<file path="src/logic/nx_pkg.sv">
// ####################################################################
// Node control package: message format, commands and payload types
// ####################################################################
package nx_pkg;

    // Sizing
    localparam int NX_MSG_WIDTH      = 32;
    localparam int NX_ADDR_ROW_WIDTH = 4;
    localparam int NX_ADDR_COL_WIDTH = 4;
    localparam int NX_INSTR_WIDTH    = 15;
    localparam int NX_INPUTS         = 8;
    localparam int NX_OUTPUTS        = 8;
    localparam int NX_INSTR_DEPTH    = 16;
    localparam int NX_FIFO_DEPTH     = 4;

    // Derived widths
    localparam int NX_IN_IDX_WIDTH     = $clog2(NX_INPUTS);      // Input select
    localparam int NX_OUT_IDX_WIDTH    = $clog2(NX_OUTPUTS);     // Output select
    localparam int NX_INSTR_ADDR_WIDTH = $clog2(NX_INSTR_DEPTH);
    localparam int NX_INSTR_CNT_WIDTH  = $clog2(NX_INSTR_DEPTH + 1); // Counts 0..depth
    localparam int NX_FIFO_PTR_WIDTH   = $clog2(NX_FIFO_DEPTH);
    localparam int NX_FIFO_CNT_WIDTH   = $clog2(NX_FIFO_DEPTH + 1);

    // Message commands, 2-bit field in the header
    typedef enum logic [1:0] {
        NX_CMD_LOAD_INSTR = 2'd0,
        NX_CMD_MAP_OUTPUT = 2'd1,
        NX_CMD_SIG_STATE  = 2'd2,
        NX_CMD_RESERVED   = 2'd3 // Dropped by the decoder
    } nx_command_t;

    typedef struct packed {
        logic [NX_ADDR_ROW_WIDTH-1:0] row;
        logic [NX_ADDR_COL_WIDTH-1:0] column;
        nx_command_t                  command;
    } nx_msg_header_t;

    localparam int NX_PAYLOAD_WIDTH = NX_MSG_WIDTH - $bits(nx_msg_header_t);

    // Generic view, header sits in the MSBs
    typedef struct packed {
        nx_msg_header_t              header;
        logic [NX_PAYLOAD_WIDTH-1:0] payload;
    } nx_message_t;

    // Output mapping overlay
    typedef struct packed {
        nx_msg_header_t               header;
        logic [NX_OUT_IDX_WIDTH-1:0]  source_index;  // Local output
        logic [NX_ADDR_ROW_WIDTH-1:0] target_row;
        logic [NX_ADDR_COL_WIDTH-1:0] target_column;
        logic [NX_IN_IDX_WIDTH-1:0]   target_index;  // Remote input
        logic                         target_is_seq;
        logic [NX_PAYLOAD_WIDTH-NX_OUT_IDX_WIDTH-NX_ADDR_ROW_WIDTH
               -NX_ADDR_COL_WIDTH-NX_IN_IDX_WIDTH-2:0] padding;
    } nx_msg_map_output_t;

    // Signal state overlay
    typedef struct packed {
        nx_msg_header_t                              header;
        logic [NX_IN_IDX_WIDTH-1:0]                  target_index;
        logic                                        target_is_seq;
        logic                                        state;
        logic [NX_PAYLOAD_WIDTH-NX_IN_IDX_WIDTH-3:0] padding;
    } nx_msg_sig_state_t;

    // Instruction load overlay
    typedef struct packed {
        nx_msg_header_t                             header;
        logic [NX_INSTR_WIDTH-1:0]                  instruction;
        logic [NX_PAYLOAD_WIDTH-NX_INSTR_WIDTH-1:0] padding;
    } nx_msg_load_instr_t;

    // One routing table entry
    typedef struct packed {
        logic [NX_ADDR_ROW_WIDTH-1:0] target_row;
        logic [NX_ADDR_COL_WIDTH-1:0] target_column;
        logic [NX_IN_IDX_WIDTH-1:0]   target_index;
        logic                         target_is_seq;
    } nx_map_entry_t;

    // Input state write
    typedef struct packed {
        logic [NX_IN_IDX_WIDTH-1:0] index;
        logic                       is_seq; // Selects seq vs comb vector
        logic                       state;
    } nx_sig_update_t;

endpackage : nx_pkg
</file>
<file path="src/logic/nx_node_ctrl.sv">
// ####################################################################
// Node control top, decoder feeding instruction, map and state stores
// ####################################################################
`timescale 1ns/1ps

module nx_node_ctrl (
      input  logic                                   clk_i
    , input  logic                                   rst_n_i
    // Inbound stream
    , input  nx_pkg::nx_message_t                    msg_data_i
    , input  logic                                   msg_valid_i
    , output logic                                   msg_ready_o
    , output logic                                   idle_o
    // Instruction read back
    , input  logic [nx_pkg::NX_INSTR_ADDR_WIDTH-1:0] instr_rd_addr_i
    , output logic [nx_pkg::NX_INSTR_WIDTH-1:0]      instr_rd_data_o
    , output logic [nx_pkg::NX_INSTR_CNT_WIDTH-1:0]  instr_count_o
    , output logic                                   instr_full_o
    // Routing table read back
    , input  logic [nx_pkg::NX_OUT_IDX_WIDTH-1:0]    map_rd_idx_i
    , output nx_pkg::nx_map_entry_t                  map_rd_entry_o
    , output logic                                   map_rd_valid_o
    // Input state
    , output logic [nx_pkg::NX_INPUTS-1:0]           comb_state_o
    , output logic [nx_pkg::NX_INPUTS-1:0]           seq_state_o
);

    // Decoder to store links
    logic [nx_pkg::NX_OUT_IDX_WIDTH-1:0] map_idx;
    nx_pkg::nx_map_entry_t               map_entry;
    logic                                map_valid;
    nx_pkg::nx_sig_update_t              sig_upd;
    logic                                sig_valid;
    logic [nx_pkg::NX_INSTR_WIDTH-1:0]   instr_data;
    logic                                instr_valid;

    nx_msg_decoder u_nx_msg_decoder (
          .clk_i         (clk_i)
        , .rst_n_i       (rst_n_i)
        , .msg_data_i    (msg_data_i)
        , .msg_valid_i   (msg_valid_i)
        , .msg_ready_o   (msg_ready_o)
        , .idle_o        (idle_o)
        , .map_idx_o     (map_idx)
        , .map_entry_o   (map_entry)
        , .map_valid_o   (map_valid)
        , .sig_upd_o     (sig_upd)
        , .sig_valid_o   (sig_valid)
        , .instr_data_o  (instr_data)
        , .instr_valid_o (instr_valid)
    );

    nx_instr_store u_nx_instr_store (
          .clk_i         (clk_i)
        , .rst_n_i       (rst_n_i)
        , .instr_data_i  (instr_data)
        , .instr_valid_i (instr_valid)
        , .rd_addr_i     (instr_rd_addr_i)
        , .rd_data_o     (instr_rd_data_o)
        , .count_o       (instr_count_o)
        , .full_o        (instr_full_o)
    );

    nx_map_table u_nx_map_table (
          .clk_i       (clk_i)
        , .rst_n_i     (rst_n_i)
        , .map_idx_i   (map_idx)
        , .map_entry_i (map_entry)
        , .map_valid_i (map_valid)
        , .rd_idx_i    (map_rd_idx_i)
        , .rd_entry_o  (map_rd_entry_o)
        , .rd_valid_o  (map_rd_valid_o)
    );

    nx_input_state u_nx_input_state (
          .clk_i        (clk_i)
        , .rst_n_i      (rst_n_i)
        , .sig_upd_i    (sig_upd)
        , .sig_valid_i  (sig_valid)
        , .comb_state_o (comb_state_o)
        , .seq_state_o  (seq_state_o)
    );

endmodule : nx_node_ctrl

</file>
<file path="src/logic/nx_input_state.sv">
// ####################################################################
// Combinational and sequential input state vectors
// ####################################################################
`timescale 1ns/1ps

module nx_input_state (
      input  logic                          clk_i
    , input  logic                          rst_n_i
    // Update interface
    , input  nx_pkg::nx_sig_update_t        sig_upd_i
    , input  logic                          sig_valid_i
    // State outputs
    , output logic [nx_pkg::NX_INPUTS-1:0]  comb_state_o
    , output logic [nx_pkg::NX_INPUTS-1:0]  seq_state_o
);

    // is_seq picks the vector, index picks the bit
    always_ff @(posedge clk_i or negedge rst_n_i) begin
        if (!rst_n_i) begin
            comb_state_o <= '0;
            seq_state_o  <= '0;
        end else if (sig_valid_i) begin
            if (sig_upd_i.is_seq) begin
                seq_state_o[sig_upd_i.index] <= sig_upd_i.state;
            end else begin
                comb_state_o[sig_upd_i.index] <= sig_upd_i.state;
            end
        end
    end

endmodule : nx_input_state

</file>
<file path="src/logic/nx_map_table.sv">
// ####################################################################
// Output routing table, one entry and valid bit per output
// ####################################################################
`timescale 1ns/1ps

module nx_map_table (
      input  logic                                clk_i
    , input  logic                                rst_n_i
    // Write interface
    , input  logic [nx_pkg::NX_OUT_IDX_WIDTH-1:0] map_idx_i
    , input  nx_pkg::nx_map_entry_t               map_entry_i
    , input  logic                                map_valid_i
    // Read back
    , input  logic [nx_pkg::NX_OUT_IDX_WIDTH-1:0] rd_idx_i
    , output nx_pkg::nx_map_entry_t               rd_entry_o
    , output logic                                rd_valid_o
);

    nx_pkg::nx_map_entry_t          entries_q [nx_pkg::NX_OUTPUTS];
    logic [nx_pkg::NX_OUTPUTS-1:0]  valid_q;  // Entry has been written

    // Valid bits, sticky until reset
    always_ff @(posedge clk_i or negedge rst_n_i) begin
        if (!rst_n_i) begin
            valid_q <= '0;
        end else if (map_valid_i) begin
            valid_q[map_idx_i] <= 1'b1;
        end
    end

    // Entry contents, last write wins
    always_ff @(posedge clk_i) begin
        if (map_valid_i) begin
            entries_q[map_idx_i] <= map_entry_i;
        end
    end

    // Combinational read port
    assign rd_entry_o = entries_q[rd_idx_i];
    assign rd_valid_o = valid_q[rd_idx_i];

endmodule : nx_map_table

</file>
<file path="src/logic/nx_instr_store.sv">
// ####################################################################
// Append-only instruction store with load counter and read port
// ####################################################################
`timescale 1ns/1ps

module nx_instr_store (
      input  logic                                   clk_i
    , input  logic                                   rst_n_i
    // Load interface
    , input  logic [nx_pkg::NX_INSTR_WIDTH-1:0]      instr_data_i
    , input  logic                                   instr_valid_i
    // Read back
    , input  logic [nx_pkg::NX_INSTR_ADDR_WIDTH-1:0] rd_addr_i
    , output logic [nx_pkg::NX_INSTR_WIDTH-1:0]      rd_data_o
    // Status
    , output logic [nx_pkg::NX_INSTR_CNT_WIDTH-1:0]  count_o
    , output logic                                   full_o
);

    logic [nx_pkg::NX_INSTR_WIDTH-1:0]     mem_q [nx_pkg::NX_INSTR_DEPTH];
    logic [nx_pkg::NX_INSTR_CNT_WIDTH-1:0] count_q; // Next free slot
    logic                                  do_load;

    assign full_o  = (count_q == nx_pkg::NX_INSTR_CNT_WIDTH'(nx_pkg::NX_INSTR_DEPTH));
    assign count_o = count_q;
    assign do_load = instr_valid_i && !full_o; // Drop once full

    // Load counter, only cleared by reset
    always_ff @(posedge clk_i or negedge rst_n_i) begin
        if (!rst_n_i) begin
            count_q <= '0;
        end else if (do_load) begin
            count_q <= count_q + 1'b1;
        end
    end

    // Slot write, address is low bits of count
    always_ff @(posedge clk_i) begin
        if (do_load) begin
            mem_q[count_q[nx_pkg::NX_INSTR_ADDR_WIDTH-1:0]] <= instr_data_i;
        end
    end

    assign rd_data_o = mem_q[rd_addr_i]; // Combinational read

endmodule : nx_instr_store

</file>
<file path="src/logic/nx_msg_decoder.sv">
// ####################################################################
// Message decoder, buffers inbound messages and issues one registered
// map, signal or instruction update per message
// ####################################################################
`timescale 1ns/1ps

module nx_msg_decoder (
      input  logic                                   clk_i
    , input  logic                                   rst_n_i
    // Inbound stream
    , input  nx_pkg::nx_message_t                    msg_data_i
    , input  logic                                   msg_valid_i
    , output logic                                   msg_ready_o
    // Status
    , output logic                                   idle_o
    // Output mapping update
    , output logic [nx_pkg::NX_OUT_IDX_WIDTH-1:0]    map_idx_o
    , output nx_pkg::nx_map_entry_t                  map_entry_o
    , output logic                                   map_valid_o
    // Signal state update
    , output nx_pkg::nx_sig_update_t                 sig_upd_o
    , output logic                                   sig_valid_o
    // Instruction load
    , output logic [nx_pkg::NX_INSTR_WIDTH-1:0]      instr_data_o
    , output logic                                   instr_valid_o
);

    logic                fifo_empty;
    logic                fifo_full;
    logic                fifo_pop_q;  // Registered pop, paces decode
    nx_pkg::nx_message_t fifo_data;

    // Payload overlays of the FIFO head
    nx_pkg::nx_msg_map_output_t msg_map;
    nx_pkg::nx_msg_sig_state_t  msg_sig;
    nx_pkg::nx_msg_load_instr_t msg_instr;
    nx_pkg::nx_command_t        cmd;

    logic decode; // Head picked up this cycle

    // Four-entry buffer in front of the decoder
    nx_fifo u_nx_fifo (
          .clk_i     (clk_i)
        , .rst_n_i   (rst_n_i)
        , .wr_data_i (msg_data_i)
        , .wr_push_i (msg_valid_i && msg_ready_o)
        , .rd_data_o (fifo_data)
        , .rd_pop_i  (fifo_pop_q)
        , .empty_o   (fifo_empty)
        , .full_o    (fifo_full)
    );

    assign msg_ready_o = !fifo_full; // Back-pressure only when full

    // Nothing buffered, nothing arriving, nothing in flight
    assign idle_o = fifo_empty && !msg_valid_i
                 && !map_valid_o && !sig_valid_o && !instr_valid_o;

    assign msg_map   = nx_pkg::nx_msg_map_output_t'(fifo_data);
    assign msg_sig   = nx_pkg::nx_msg_sig_state_t'(fifo_data);
    assign msg_instr = nx_pkg::nx_msg_load_instr_t'(fifo_data);
    assign cmd       = fifo_data.header.command;

    // Skip the cycle where the previous pop is still in flight
    assign decode = !fifo_empty && !fifo_pop_q;

    // Control: pop and one-cycle valids
    always_ff @(posedge clk_i or negedge rst_n_i) begin
        if (!rst_n_i) begin
            fifo_pop_q    <= 1'b0;
            map_valid_o   <= 1'b0;
            sig_valid_o   <= 1'b0;
            instr_valid_o <= 1'b0;
        end else begin
            fifo_pop_q    <= decode; // Reserved commands popped too
            map_valid_o   <= decode && (cmd == nx_pkg::NX_CMD_MAP_OUTPUT);
            sig_valid_o   <= decode && (cmd == nx_pkg::NX_CMD_SIG_STATE);
            instr_valid_o <= decode && (cmd == nx_pkg::NX_CMD_LOAD_INSTR);
        end
    end

    // Payload fields, captured with every decode
    always_ff @(posedge clk_i) begin
        if (decode) begin
            map_idx_o                 <= msg_map.source_index;
            map_entry_o.target_row    <= msg_map.target_row;
            map_entry_o.target_column <= msg_map.target_column;
            map_entry_o.target_index  <= msg_map.target_index;
            map_entry_o.target_is_seq <= msg_map.target_is_seq;
            sig_upd_o.index           <= msg_sig.target_index;
            sig_upd_o.is_seq          <= msg_sig.target_is_seq;
            sig_upd_o.state           <= msg_sig.state;
            instr_data_o              <= msg_instr.instruction;
        end
    end

endmodule : nx_msg_decoder

</file>
<file path="src/logic/nx_fifo.sv">
// ####################################################################
// Inbound message FIFO, circular buffer with occupancy count
// ####################################################################
`timescale 1ns/1ps

module nx_fifo (
      input  logic                clk_i
    , input  logic                rst_n_i
    // Write side
    , input  nx_pkg::nx_message_t wr_data_i
    , input  logic                wr_push_i
    // Read side
    , output nx_pkg::nx_message_t rd_data_o
    , input  logic                rd_pop_i
    // Status
    , output logic                empty_o
    , output logic                full_o
);

    // Storage, no reset needed
    nx_pkg::nx_message_t mem_q [nx_pkg::NX_FIFO_DEPTH];

    logic [nx_pkg::NX_FIFO_PTR_WIDTH-1:0] wr_ptr_q;
    logic [nx_pkg::NX_FIFO_PTR_WIDTH-1:0] rd_ptr_q;
    logic [nx_pkg::NX_FIFO_CNT_WIDTH-1:0] count_q;

    logic do_push;
    logic do_pop;

    // Qualify requests against status
    assign do_push = wr_push_i && !full_o;  // Push while full dropped
    assign do_pop  = rd_pop_i && !empty_o;  // Pop while empty ignored

    assign empty_o = (count_q == '0);
    assign full_o  = (count_q == nx_pkg::NX_FIFO_CNT_WIDTH'(nx_pkg::NX_FIFO_DEPTH));

    // Head entry, combinational
    assign rd_data_o = mem_q[rd_ptr_q];

    // Pointers and count
    always_ff @(posedge clk_i or negedge rst_n_i) begin
        if (!rst_n_i) begin
            wr_ptr_q <= '0;
            rd_ptr_q <= '0;
            count_q  <= '0;
        end else begin
            if (do_push) begin
                wr_ptr_q <= wr_ptr_q + 1'b1; // Wraps at depth (power of two)
            end
            if (do_pop) begin
                rd_ptr_q <= rd_ptr_q + 1'b1;
            end
            case ({do_push, do_pop})
                2'b10:   count_q <= count_q + 1'b1;
                2'b01:   count_q <= count_q - 1'b1;
                default: count_q <= count_q; // Both or neither
            endcase
        end
    end

    // Data write
    always_ff @(posedge clk_i) begin
        if (do_push) begin
            mem_q[wr_ptr_q] <= wr_data_i;
        end
    end

endmodule : nx_fifo

</file>
<file path="config.mk">
export PLATFORM = sky130hd
export DESIGN_NAME = nx_node_ctrl
export DESIGN_NICKNAME = d
export VERILOG_FILES = /design/src/logic/nx_pkg.sv /design/src/logic/nx_node_ctrl.sv /design/src/logic/nx_input_state.sv /design/src/logic/nx_map_table.sv /design/src/logic/nx_instr_store.sv /design/src/logic/nx_msg_decoder.sv /design/src/logic/nx_fifo.sv
export SDC_FILE = /design/constraint.sdc
export NUM_CORES = 1
export LEC_CHECK = 0
export BUFFER_PORTS_ARGS = -buffer_cell sky130_fd_sc_hd__buf_2
export CORE_ASPECT_RATIO = 0.75
export CORE_MARGIN = 8
export CORE_UTILIZATION = 35
export CTS_CLUSTER_SIZE = 16
export DETAILED_ROUTE_END_ITERATION = 16
export MAX_ROUTING_LAYER = met4
export SLEW_MARGIN = 20
export SYNTH_ARGS = -nofsm -noshare
export SYNTH_HDL_FRONTEND = slang
export SYNTH_SLANG_ARGS = --single-unit
</file>
<file path="constraint.sdc">
create_clock -name clk_i -period 2.6 [get_ports clk_i]
set_input_delay 0 -clock clk_i [delete_from_list [all_inputs] [get_ports clk_i]]
set_output_delay 0 -clock clk_i [all_outputs]
set_load 0.02 [all_outputs]
</file>
After elaboration in Yosys (flattened, before gate mapping) --
Memory sizes are Yosys's and may differ from the RTL's. Index checks and enable logic that the tools add are counted. Widths: inputs -> output; s select.
Operators by class: $add $sub $neg 5, $lt $le $gt $ge 3, equality and inequality tests 6, muxes and demuxes 13, bitwise gates (word level) 2, reduce and logical (&&, ||, !) cells 26
Operator list (number):
- $bwmux 8 | 2
- $logic_and 1x1->1 | 13
- $logic_not 1->1 | 8
- $lt 3x4->1 const B | 2
- $mux 1 | 8
- $or 8x8->8 | 1
- $pmux 3 s2 | 1
- $add 5x1->5 const B | 1
- $eq 5x5->1 const B | 1
- $add 2x1->2 const B | 2
- $eq 2x1->1 const B | 2
- $eq 2x2->1 const B | 2
- $reduce_and 2->1 | 2
- $add 3x1->3 const B | 1
- $bmux 1 s3 | 1
- $demux 1 s3 | 1
- $eq 3x3->1 const B | 1
- $ge 3x1->1 const B | 1
- $logic_not 3->1 | 1
- $sub 3x1->3 const B | 1
- $logic_not 2->1 | 1
- $reduce_bool 2->1 | 1
- $not 1->1 | 1
Word-level totals: register bits 72, bits in writable memories 464, output and inout port bits 52, memories 3
Memory list:
- u_nx_instr_store.mem_q | words 16, width 15, read ports 1, clocked after memory_dff 0, wr ports 1, RTL line nx_instr_store.sv:20 | logic [nx_pkg::NX_INSTR_WIDTH-1:0] mem_q [nx_pkg::NX_INSTR_DEPTH];
- u_nx_msg_decoder.u_nx_fifo.mem_q | words 4, width 32, read ports 1, clocked after memory_dff 0, wr ports 1, RTL line nx_fifo.sv:21 | nx_pkg::nx_message_t mem_q [nx_pkg::NX_FIFO_DEPTH];
- u_nx_map_table.entries_q | words 8, width 12, read ports 1, clocked after memory_dff 0, wr ports 1, RTL line nx_map_table.sv:19 | nx_pkg::nx_map_entry_t entries_q [nx_pkg::NX_OUTPUTS];

Depth between registers and ports, before layout --
depth in word-level cells 6, depth in mapped cells 9, mapped depth without buffers 9

By module --
From an unflattened synthesis, not the netlist that was laid out.
Second synthesis, totals: cells, all modules 904, area, all modules 20198.1 µm²
By module, submodules not included:
- nx_instr_store | times used 1, cells an instance 417, area each 9447.8 µm², sequential area each 7332.0 µm²
- nx_fifo | times used 1, cells an instance 205, area each 5091.1 µm², sequential area each 4018.9 µm²
- nx_map_table | times used 1, cells an instance 174, area each 4107.7 µm², sequential area each 3083.0 µm²
- nx_input_state | times used 1, cells an instance 61, area each 800.8 µm², sequential area each 400.4 µm²
- nx_msg_decoder | times used 1, cells an instance 47, area each 750.7 µm², sequential area each 550.5 µm²

Worst setup path before layout --
OpenSTA, ideal clock, no wires.
path type reg2reg, from register u_nx_msg_decoder.u_nx_fifo.count_q[1] (netlist bit), to register u_nx_msg_decoder.u_nx_fifo.count_q[2] (netlist bit), arrival time 2.183 ns, required time 2.521 ns, path slack 0.337 ns, cell stages (with the launch flop) 10, clock period less this slack 2.263 ns, cell sequence dfrtp_1 > or3b_1 > and2_2 > inv_1 > ha_1 > inv_1 > fa_1 > xor2_1 > nor2_1 > xor2_1
On the way: cells in the longest elaborated chain, start to end 6
RTL lines:
- from (decl) | RTL line nx_fifo.sv:25 | logic [nx_pkg::NX_FIFO_CNT_WIDTH-1:0] count_q;
- from (signal assigned) | RTL line nx_fifo.sv:54 | 2'b10: count_q <= count_q + 1'b1;
- from (signal assigned) | RTL line nx_fifo.sv:55 | 2'b01: count_q <= count_q - 1'b1;
- from (signal assigned) | RTL line nx_fifo.sv:56 | default: count_q <= count_q;
- $eq 3x3->1 (*) | RTL line nx_fifo.sv:35 | assign full_o = (count_q == nx_pkg::NX_FIFO_CNT_WIDTH'(nx_pkg::NX_FIFO_DEPTH));
- $logic_not 1->1 (*) | RTL line nx_msg_decoder.sv:53 | assign msg_ready_o = !fifo_full;
- named net msg_ready_o | RTL line nx_node_ctrl.sv:12 | , output logic msg_ready_o
- $logic_and 1x1->1 | RTL line nx_msg_decoder.sv:46 | , .wr_push_i (msg_valid_i && msg_ready_o)
- $logic_and 1x1->1 (*) | RTL line nx_fifo.sv:31 | assign do_push = wr_push_i && !full_o;
- $eq 2x1->1 or $eq 2x2->1 (tied branches) | RTL line nx_fifo.sv:53 | case ({do_push, do_pop})
- $pmux 3 s2 or $reduce_bool 2->1 (tied branches)
Mark *: on every way through the listed nets, which the timed path passes. The rest lies on a longest branch. A chain may end at the register's enable or synchronous reset.

Worst setup path after layout --
from register u_nx_msg_decoder.u_nx_fifo.count_q[0] (netlist bit), to register u_nx_msg_decoder.u_nx_fifo.count_q[2] (netlist bit)
On the way: cells in the longest elaborated chain, start to end 6
RTL lines (RTL line):
- $eq 3x3->1 | nx_fifo.sv:35
- $logic_not 1->1 | nx_msg_decoder.sv:53, nx_fifo.sv:31
- $logic_and 1x1->1 | nx_msg_decoder.sv:46
- $logic_and 1x1->1 | nx_fifo.sv:31
- $eq 2x1->1 or $eq 2x2->1 (tied branches) | nx_fifo.sv:53
- $pmux 3 s2 or $reduce_bool 2->1 (tied branches)
Several ways; a longest one is shown, not always the timed one.

==> metrics.md <==
| Metric | Value |
|---|---|
| Status | `finished, final reports clean` |
| TritonCTS Buffers | `45` |
| Number of failing hold endpoints at the final stage | `0` |
| CP Class | `reg -> reg` |
| Largest net degree at the start of global routing | `41` |
| Fraction of layout cells with a size suffix above 1 | `0.317` |
| Setup TNS | `0 ns` |
| Row cnt | `71` |
| WP data arrival | `2.75 ns` |
| Static Leakage | `6.98 nW` |
| Syn_nets | `852` |
| Post-CTS sizing | `0` |
| Crit Path Max Fanout | `6` |
| Netlist cell types | `37` |
| Setup WS pre-CTS | `0.339 ns` |
| Synth top area share | `0.717` |
| First-pass GRT wire length | `55900 um` |
| Drt total wl | `37100 um` |
| Die area | `57700 um2` |
| Vias in the first global route | `8610` |
| CP endpoint kind | `register` |
| GRT overflow | `0` |
| Post-CTS setup buffer count | `0` |
| Antenna Nets Post-Route | `0` |
| Max Root-Sink Buffers | `3` |
| Initial core utilization | `0.352` |
| Post-synth EDFFs | `419` |
| Initial antenna violation count | `1` |
| Tcrit/Tclk final | `0.872` |
| Crit path required time | `3.08 ns` |
| List of most frequent post-synthesis cells | `edfxtp_1, mux4_2, dfrtp_1, nor2_1, mux2_2` |
| Peak VDD IR | `0.582 mV` |
| Via Count | `8207` |
| Final instance area | `20600 um2` |
| Die X-Extent | `275 um` |
| RD Place Congestion | `0.692` |
| Hold WS | `0.117 ns` |
| Final cell count without fillers | `1638` |
| Worst slew margin | `0.362` |
| I/O pin count | `94` |
| CTS root buffer | `clkbuf_16` |
| Filler instances | `4305` |
| Period minus WS final | `2.27 ns` |
| Area Overhead vs Synth | `17.5%` |
| Final WS setup | `0.333 ns` |
| Fin util | `0.414` |
| Pre-Repair DR Iteration Count | `5` |
| Max_cap viols | `0` |
| DRT iter0 DRCs | `627` |
| Top_reg_cell synth | `edfxtp_1` |
| Placed Cells | `1538` |
| CTS clock-pin slew for the worst setup and hold paths | `0.06 ns` |
| Mapped Area | `17600 um2` |
| Register Area | `13600 um2` |
| Detailed-route vias per instance | `5.01` |
| Measured slew at the worst slew-check pin | `0.957 ns` |
| RSZ-0062 raised after global routing | `no` |
| Sink Count | `459` |
| Fin. max-slew vios | `0` |
| Seq/Total Area, Yosys | `0.774` |
| Clock skew | `0.0243 ns` |
| TritonCTS clock tree | `yes` |
| Placed instance area | `18900 um2` |
| Top cells by area, synth | `edfxtp_1, mux4_2, dfrtp_1` |
| Dpl hpwl | `22000 um` |
| Worst skew pair latency | `0.58 ns` |
| F_max | `441 MHz` |
| Port Buf Inserts | `78` |
| Synthesized instance count | `800` |
| Syn avg cell area | `21.9 um2` |
| CTS H-tree depth | `2` |
| Final setup viols | `0` |
| DIE HEIGHT | `210 um` |
| Area of the multi-input gates | `3740 um2` |
| Pwr Density | `998 nW/um2` |
| Worst-case reg-to-reg path depth | `9` |
| Reg-to-Reg End | `u_nx_msg_decoder.u_nx_fifo.count_q[2]$_DFFE_PN0P_` |
| Final Total Pwr | `20.6 mW` |
| Ys async rst share | `0.0871` |
| GRT Total Usage | `0.133` |
| Hold/Removal Path Class | `in -> async` |
| Yosys reg bits | `459` |
| Final net count | `1000` |
| Core area | `49800 um2` |
| Reg2Reg Setup Slack | `0.33 ns` |
| Critical Path Start Type | `register` |
| Yosys warns | `0` |
| Per-cell routed wire length | `22.7 um` |
| Count leader, synth | `edfxtp_1` |
| Yosys top cell by area | `edfxtp_1` |
| DRC | `0` |
| R2R Path Start | `u_nx_msg_decoder.u_nx_fifo.count_q[0]$_DFFE_PN0P_` |
## layout by cell type, fill, tap and decap left out, types with 3 or more instances in the layout
master / n
a22oi_1: 30
and3_2: 3
buf_12: 4
buf_2: 77
buf_4: 36
bufinv_16: 5
clkbuf_1: 6
clkbuf_16: 45
clkinv_1: 9
clkinv_2: 6
dfrtp_1: 40
dlygate4sd3_1: 19
edfxtp_1: 419
ha_1: 9
inv_1: 12
mux2_2: 31
mux4_1: 20
mux4_2: 83
nand2_1: 26
nand2b_1: 7
nand3_1: 3
nor2_1: 35
nor3_1: 5
or2_2: 8
xnor2_1: 6
xor2_1: 4
## area by class of cell
class / instances / area share
clock inverters: 27 / 0.0156
flip-flops and latches: 459 / 0.658
diodes: 1 / 0.000121
clock buffers: 52 / 0.0564
inverters: 12 / 0.00218
multi-input cells: 293 / 0.181
repair buffers: 137 / 0.0462
well taps: 657 / 0.0399
## state kept, by name, summed over array words and instances (netlist names), 2 cells and up
| signal | count |
|---|---|
| u_nx_input_state.comb_state_o | 8 |
| u_nx_input_state.seq_state_o | 8 |
| u_nx_instr_store.count_o | 5 |
| u_nx_instr_store.mem_q | 240 |
| u_nx_map_table.entries_q | 96 |
| u_nx_map_table.valid_q | 8 |
| u_nx_msg_decoder.instr_data_o | 15 |
| u_nx_msg_decoder.u_nx_fifo.count_q | 3 |
| u_nx_msg_decoder.u_nx_fifo.mem_q | 68 |
| u_nx_msg_decoder.u_nx_fifo.rd_ptr_q | 2 |
| u_nx_msg_decoder.u_nx_fifo.wr_ptr_q | 2 |
## worst max-delay path, cell delays in order (launching register included)
cell and delay [ns]:
dfrtp_1 0.43, or3b_1 0.44, and2_2 0.25, inv_1 0.06, ha_1 0.17, inv_1 0.06, fa_1 0.37, xor2_1 0.15
nor2_1 0.11, xor2_1 0.16
## cells by family (layout without fill, tap and decap cells)
group                    after synthesis  after routing  synth area share
flip-flops                           459            459             0.774
multiplexers                         134            134             0.156
AND/OR/NAND/NOR                      105            105            0.0288
buffers and inverters                 48            228            0.0141
AO/OA/AOI/OAI                         34             34            0.0145
adder cells (fa/ha/maj)               10             10           0.00755
XOR/XNOR                              10             10           0.00499
other                                  0              1                 0
## power by group
part	total (mW)	leakage, nW	switching [mW]	internal [mW]
clock network	6.51	0.720	2.77	3.74
registers	11.1	4.30	1.17	9.93
logic	2.97	1.97	1.73	1.24
total	20.6	6.98	5.68	14.9
## what timing repair did
action | CTS | global route
hold buffers | 19 | 0
hold endpoints to repair | 110 | 0
endpoints found under the setup margin | 0 | 0
## metal layers
metal,GRT usage,up-vias,part of all wire
met2,0.196,188,0.45
met1,0.190,4374,0.48
met5,-,-,0
met3,0.0274,55,0.053
li1,-,3590,-
met4,0.0279,0,0.016
## worst max-delay path by stage
stage                                                 startpoint                                                end  slack, ns  depth (start not counted)
6_report       u_nx_msg_decoder.u_nx_fifo.count_q[0]$_DFFE_PN0P_  u_nx_msg_decoder.u_nx_fifo.count_q[2]$_DFFE_PN0P_       0.33                          9
5_1_grt        u_nx_msg_decoder.u_nx_fifo.count_q[1]$_DFFE_PN0P_  u_nx_msg_decoder.u_nx_fifo.count_q[2]$_DFFE_PN0P_       0.23                          9
4_1_cts        u_nx_msg_decoder.u_nx_fifo.count_q[1]$_DFFE_PN0P_  u_nx_msg_decoder.u_nx_fifo.count_q[2]$_DFFE_PN0P_       0.32                          9
3_5_place_dp   u_nx_msg_decoder.u_nx_fifo.count_q[1]$_DFFE_PN0P_  u_nx_msg_decoder.u_nx_fifo.count_q[2]$_DFFE_PN0P_       0.34                          9
3_3_place_gp   u_nx_msg_decoder.u_nx_fifo.count_q[1]$_DFFE_PN0P_  u_nx_msg_decoder.u_nx_fifo.count_q[2]$_DFFE_PN0P_       0.34                          9
2_1_floorplan  u_nx_msg_decoder.u_nx_fifo.count_q[1]$_DFFE_PN0P_  u_nx_msg_decoder.u_nx_fifo.count_q[2]$_DFFE_PN0P_       0.34                          9
Note: power is estimated with default switching activity, not from simulation.
